[config.mk]
export PLATFORM = sky130hd
export DESIGN_NAME = obj_line_scan_flat
export DESIGN_NICKNAME = d
export VERILOG_FILES = /design/src/verilog/obj_geom_pkg.sv /design/src/verilog/obj_attr_pkg.sv /design/src/verilog/obj_line_if.sv /design/src/verilog/obj_line_scan.sv /design/src/flat_wrapper.sv
export SDC_FILE = /design/constraint.sdc
export NUM_CORES = 1
export LEC_CHECK = 0
export ABC_CLOCK_PERIOD_IN_PS = 3050
export BUFFER_PORTS_ARGS = -buffer_cell sky130_fd_sc_hd__buf_2
export CORE_MARGIN = 3
export CORE_UTILIZATION = 40
export CTS_BUF_LIST = sky130_fd_sc_hd__clkbuf_2
export DETAILED_ROUTE_END_ITERATION = 8
export GPL_TIMING_DRIVEN = 0
export SLEW_MARGIN = 10
export SYNTH_ARGS = -nofsm -noshare
export SYNTH_HDL_FRONTEND = slang
export SYNTH_SLANG_ARGS = --single-unit
export TNS_END_PERCENT = 50
[constraint.sdc]
create_clock -name clk -period 3.05 [get_ports clk]
set_input_delay 0.915 -clock clk [delete_from_list [all_inputs] [get_ports clk]]
set_output_delay 0.915 -clock clk [all_outputs]
set_load 0.05 [all_outputs]
[src/verilog/obj_geom_pkg.sv]
`default_nettype none

package obj_geom_pkg;

    // frame table written by the CPU
    localparam int frame_aw    = 10;
    localparam int entry_words = 4;    // x, y, code, attr at 4k..4k+3
    localparam int entry_cnt   = 256;

    // one line of the double line buffer
    localparam int line_slots  = 128;  // records per line
    localparam int slot_words  = 4;    // three in use
    localparam int line_aw     = 10;   // bank bit on top
    localparam int slot_aw     = 7;

endpackage

`default_nettype wire

[src/verilog/obj_attr_pkg.sv]
`default_nettype none

package obj_attr_pkg;

    // attribute word fields
    localparam int attr_tile_m_lsb = 12;  // rows minus one, 4 bits
    localparam int attr_tile_n_lsb = 8;   // columns minus one, 4 bits
    localparam int attr_vflip_bit  = 6;
    localparam int attr_hflip_bit  = 5;
    localparam int attr_pal_w      = 5;

    localparam int tile_px = 16;  // pixels per tile, both directions

    // words inside one line record
    localparam logic [1:0] rec_code  = 2'd0;
    localparam logic [1:0] rec_vattr = 2'd1;  // row offset over attr bits 7:0
    localparam logic [1:0] rec_x     = 2'd2;

    // marks a record with no sprite
    localparam logic [15:0] fill_word = 16'hffff;

endpackage

`default_nettype wire

[src/verilog/obj_line_if.sv]
`timescale 1ns/1ns
`default_nettype none

interface obj_line_if
    import obj_geom_pkg::*;
();

    logic                 ready;    // line complete, one cycle
    logic                 bank;     // finished bank
    logic [slot_aw:0]     count;    // real records, 0 to 128
    logic [line_aw-1:0]   rd_addr;  // bank, record, word
    logic [15:0]          rd_data;  // one clock after rd_addr

    modport builder (
        output ready, bank, count, rd_data,
        input  rd_addr
    );

    modport scanner (
        input  ready, bank, count, rd_data,
        output rd_addr
    );

endinterface

`default_nettype wire

[src/verilog/obj_line_scan.sv]
`timescale 1ns/1ns
`default_nettype none

module obj_line_scan
    import obj_geom_pkg::*;
    import obj_attr_pkg::*;
(
    input  wire          clk,
    input  wire          rst,

    obj_line_if.scanner  line,

    output logic         spr_valid,
    output logic [15:0]  spr_code,
    output logic [15:0]  spr_x,
    output logic [ 3:0]  spr_vsub,
    output logic [ 7:0]  spr_attr,
    output logic         line_end
);

    logic                act;       // still issuing reads
    logic                bank_q;
    logic [slot_aw:0]    cnt_q;
    logic [slot_aw-1:0]  slot;
    logic [1:0]          w;
    logic                is_last;
    logic                p1_v, p2_v;
    logic [1:0]          p1_w, p2_w;
    logic                p1_last, p2_last;
    logic                end_q;

    assign is_last = {1'b0, slot} == cnt_q - 1'b1;

    always_ff @(posedge clk or posedge rst) begin
        if (rst) begin
            act          <= 1'b0;
            bank_q       <= 1'b0;
            cnt_q        <= '0;
            slot         <= '0;
            w            <= rec_code;
            p1_v         <= 1'b0;
            p2_v         <= 1'b0;
            p1_w         <= rec_code;
            p2_w         <= rec_code;
            p1_last      <= 1'b0;
            p2_last      <= 1'b0;
            end_q        <= 1'b0;
            spr_valid    <= 1'b0;
            line_end     <= 1'b0;
            line.rd_addr <= '0;
        end else begin
            spr_valid <= 1'b0;
            end_q     <= 1'b0;
            line_end  <= end_q;
            if (line.ready) begin
                // new line, drop anything in flight
                bank_q   <= line.bank;
                cnt_q    <= line.count;
                slot     <= '0;
                w        <= rec_code;
                act      <= line.count != '0;
                p1_v     <= 1'b0;
                p2_v     <= 1'b0;
                line_end <= line.count == '0;
            end else begin
                p1_v    <= act;
                p1_w    <= w;
                p1_last <= is_last;
                p2_v    <= p1_v;     // RAM read in progress
                p2_w    <= p1_w;
                p2_last <= p1_last;
                if (p2_v && p2_w == rec_x) begin
                    spr_valid <= 1'b1;
                    end_q     <= p2_last;
                end
                if (act) begin
                    line.rd_addr <= {bank_q, slot, w};
                    if (w == rec_x) begin
                        w <= rec_code;
                        if (is_last) begin
                            act <= 1'b0;
                        end else begin
                            slot <= slot + 1'b1;
                        end
                    end else begin
                        w <= w + 2'd1;
                    end
                end
            end
        end
    end

    // record words land here as they come back
    always_ff @(posedge clk) begin
        if (p2_v) begin
            case (p2_w)
                rec_code: spr_code <= line.rd_data;
                rec_vattr: begin
                    spr_vsub <= line.rd_data[11:8];
                    spr_attr <= line.rd_data[7:0];
                end
                default: spr_x <= line.rd_data;
            endcase
        end
    end

endmodule

`default_nettype wire

[src/flat_wrapper.sv]
// flat-port wrapper written by rule: the top's interface ports become plain ports
module obj_line_scan_flat import obj_geom_pkg::*; import obj_attr_pkg::*;
  (clk, rst, spr_valid, spr_code, spr_x, spr_vsub, spr_attr, line_end, line_ready, line_bank, line_count, line_rd_data, line_rd_addr);
  obj_line_if line_i ();
  input  wire clk;
  input  wire rst;
  output logic spr_valid;
  output logic [15:0] spr_code;
  output logic [15:0] spr_x;
  output logic [ 3:0] spr_vsub;
  output logic [ 7:0] spr_attr;
  output logic line_end;
  input wire logic [$bits(line_i.ready)-1:0] line_ready;
  input wire logic [$bits(line_i.bank)-1:0] line_bank;
  input wire logic [$bits(line_i.count)-1:0] line_count;
  input wire logic [$bits(line_i.rd_data)-1:0] line_rd_data;
  output wire logic [$bits(line_i.rd_addr)-1:0] line_rd_addr;
  assign line_i.ready = line_ready;
  assign line_i.bank = line_bank;
  assign line_i.count = line_count;
  assign line_i.rd_data = line_rd_data;
  assign line_rd_addr = line_i.rd_addr;
  obj_line_scan u_core (.clk(clk), .rst(rst), .line(line_i), .spr_valid(spr_valid), .spr_code(spr_code), .spr_x(spr_x), .spr_vsub(spr_vsub), .spr_attr(spr_attr), .line_end(line_end));
endmodule
==> metrics.yaml <==
yosys:
  synth_top_cells_by_count: "edfxtp_1, dfrtp_1, mux2_2, nand2_1, o21ai_0"
  netlist.area_leader.share_pct: 41.07
  syn_inst: 210
  syn_area_per_cell_sq_um: 15.32
  synth_top_family_by_area: "simple AND/OR/NAND/NOR gates"
  yosys.area_share.simple_pct: 9.646
  synthAdderAreaFrac_pct: 0.7779
  yosysSeqAreaShare_pct: 72.19
  synth_ff_type: "edfxtp_1"
  syn_nets: 240
  synth.largest_area_cell: "edfxtp_1"
  synth_edf_count: 44
  synthXorXnorAreaFrac_pct: 1.634
  yosysUniqueCellTypes: 42
  synth-compound-area-share_pct: 5.018
  yosysWarnings: 0
  synth.most_common_cell: "edfxtp_1"
  syn_area_sq_mm: 0.003217
  netlist_top_cells_area: "edfxtp_1, dfrtp_1, mux2_2, o21ai_0, nand2_1"
  yosys-mux-area-fraction_pct: 8.129
  synth-seq-cells: 84
  synth-async-reset-ratio_pct: 47.62
grt:
  gr-total-overflow: 0
  grtUsageTotal_pct: 13.37
  antenna_found_initial: 0
  grt_first_pass_wirelength_microns: 9170
  grt_max_degree: 27
  grt_pass1_vias: 1875
clock_tree:
  htree_levels: 3
  clk_pin_slew_worst_paths_ps: 240
  clock-sinks: 84
  cts_hold_buf: 0
  cts_tree: "built"
  cts_resized: 0
  clock_latency_ps: 500
  cts_setup_buffers: 0
  clk_path_buf_depth: 2
  cts_buffers: 9
  clockRootBuffer: "clkbuf_2"
pwr:
  power_density_mw_per_mm2: 558.9
  ir_drop_uv: 244.6
  power_leakage_nw: 1.703
sta:
  period_needed_ps: 2486
  worst_pin_slew_ps: 640.8
  clock_skew_ps: 25.05
  slew_viol_final: 0
  period_share_pct: 81.49
  finalSetupTns_ps: 0
  whs_ps: 330.6
  rsz0062_at_grt: "false"
  finalSetupViolCount: 0
  max_freq_mhz: 402.3
  slew_headroom_pct: 57.09
  finalHoldViolations: 0
finish:
  syn_to_final_growth_pct: 22.33
  fin_area_sq_mm: 0.003935
  postLayoutCoreUtil_pct: 50.66
  num-fill-cells: 684
  antennaDiodeCount: 0
  drive_above_1_share_pct: 43.55
  finalNetCount: 335
  multiInputGateArea_sq_um: 815.8
  stdcell_count: 412
  regArea_sq_mm: 0.002322
place:
  post_dp_cell_area_sq_mm: 0.003791
  place_inst: 396
  gp_congestion: 0.7723
  dp_hpwl_microns: 4353
  io_buffers: 82
floorplanning:
  io_pins: 84
  core-area_sq_mm: 0.007767
  die_height_microns: 95.68
  row_count: 32
  initial_utilization_pct: 41.41
  die_w_microns: 95.68
  dieArea_sq_mm: 0.009154
setup_path:
  r2r_end: "u_core.slot[6]"
  critPathTopFamily: "simple AND/OR/NAND/NOR gates"
  path_max_fanout: 10
  crit_type: "flip-flop to flip-flop"
  crit_arrival_ps: 2890
  slowest_delay_ps: 580
  rrSetupSlack_ps: 560
  slowest_stage: "or4_4"
  path_buf_inv: 1
  reg2reg_depth: 7
  critPathLaunchType: "flip-flop"
  r2r_start: "u_core.cnt_q[0]"
  crit_chain: "or4_4 -> or4_1 -> nand4_1 -> a41o_1 -> buf_6 -> nor3_2 -> mux2_4"
  endpoint_kind: "flip-flop"
  crit_required_ps: 3460
detailed_routing:
  top_layer: "met4"
  wl_met1_microns: 2655
  route.met3.wl_microns: 382
  drc: 0
  vias: 2020
  routedWlPerCell_microns: 14.42
  final_antenna_net_count: 0
  dr.pass1.iters: 4
  via_per_inst: 4.903
  drt-total-wl_microns: 5942
  wl_met2_microns: 2824
  drtIter0Drc: 36
run:
  maxCapViolCount: 0
hold_path:
  hold_class: "input port to asynchronous set/reset pin"
run_status:
  status: "finished, final reports clean"
## logic make-up after synthesis
logic type               count (synthesis)
flip-flops                              84
AND/OR/NAND/NOR                         54
AO/OA/AOI/OAI                           25
multiplexers                            23
buffers and inverters                   16
XOR/XNOR                                 6
adder cells (fa/ha/maj)                  2
## worst reg2reg max path: cells and delay by family (launching register included)
kind	cells	cell delay, ps
flops	1	470
compound gates	1	210
buf+inv	1	150
simple gates	4	1280
mux	1	290
## state kept, by name, summed over array words and instances, names as in the netlist
| signal | flops |
|---|---|
| u_core.p1_v | 1 |
| u_core.cnt_q | 8 |
| u_core.w | 2 |
| u_core.p1_w | 2 |
| u_core.act | 1 |
| u_core.spr_vsub | 4 |
| u_core.line.rd_addr | 10 |
| u_core.spr_x | 16 |
| u_core.line_end | 1 |
| u_core.p2_w | 2 |
| u_core.spr_attr | 8 |
| u_core.spr_code | 16 |
| u_core.end_q | 1 |
| u_core.slot | 7 |
| u_core.bank_q | 1 |
| u_core.p2_v | 1 |
| u_core.p2_last | 1 |
| u_core.p1_last | 1 |
| u_core.spr_valid | 1 |
## worst max-delay path by stage
stage,cells past startpoint,start,slack [ps],end
4_1_cts,7,u_core.cnt_q[2],580,u_core.slot[6]
3_5_place_dp,7,u_core.cnt_q[0],610,u_core.slot[6]
2_1_floorplan,7,u_core.cnt_q[0],730,u_core.slot[6]
3_3_place_gp,1,u_core.p2_w[0],270,u_core.spr_code[7]
6_report,7,u_core.cnt_q[0],560,u_core.slot[6]
5_1_grt,7,u_core.cnt_q[0],420,u_core.slot[6]
## through the flow
step	power [mW]	setup WS [ps]
CTS	2.229	577.8
floorplan	1.482	729.4
detailed placement	1.565	608.9
global placement	1.553	265.9
global route	2.317	422.3
finish	2.199	564.4
## metal layers
layer	GRT usage [%]	vias up
li1	-	964
met1	16.90	982
met2	21.77	65
met3	3.394	9
met4	5.687	0
met5	0	-
## cells in the final DEF, fill, tap and decap left out, types with 2 or more instances in the layout
master      instances
mux2_2             21
ha_1                2
nor2b_1             3
a21oi_1             5
xnor2_1             3
clkbuf_2           10
inv_1               8
nor4_1              3
o31ai_1             2
xor2_1              3
nand3_1             3
buf_2              82
buf_6               4
dfrtp_1            40
clkbuf_1            2
clkinvlp_4          2
edfxtp_1           44
nand3b_1            2
nor3_1              4
nand4_1             6
nand2_1            10
nor2_1              9
o21ai_0            10
or3_2               3
bufinv_16           2
and3b_1             2
## layout make-up
cell class	count	share of cell area, %
Clock inverter	7	2.512
Buffer	7	1.272
Clock buffer	9	1.145
Timing Repair Buffer	84	11.22
Sequential cell	84	59.01
Tap cell	102	3.243
Multi-Input combinational cell	110	20.73
Inverter	9	0.8585
## report_power, final
part | leakage, nW | internal (mW) | switching, mW
Sequential | 0.925 | 1.25 | 0.0333
Combinational | 0.700 | 0.0859 | 0.170
Clock | 0.0781 | 0.277 | 0.385
Note: power is estimated with default switching activity, not from simulation.
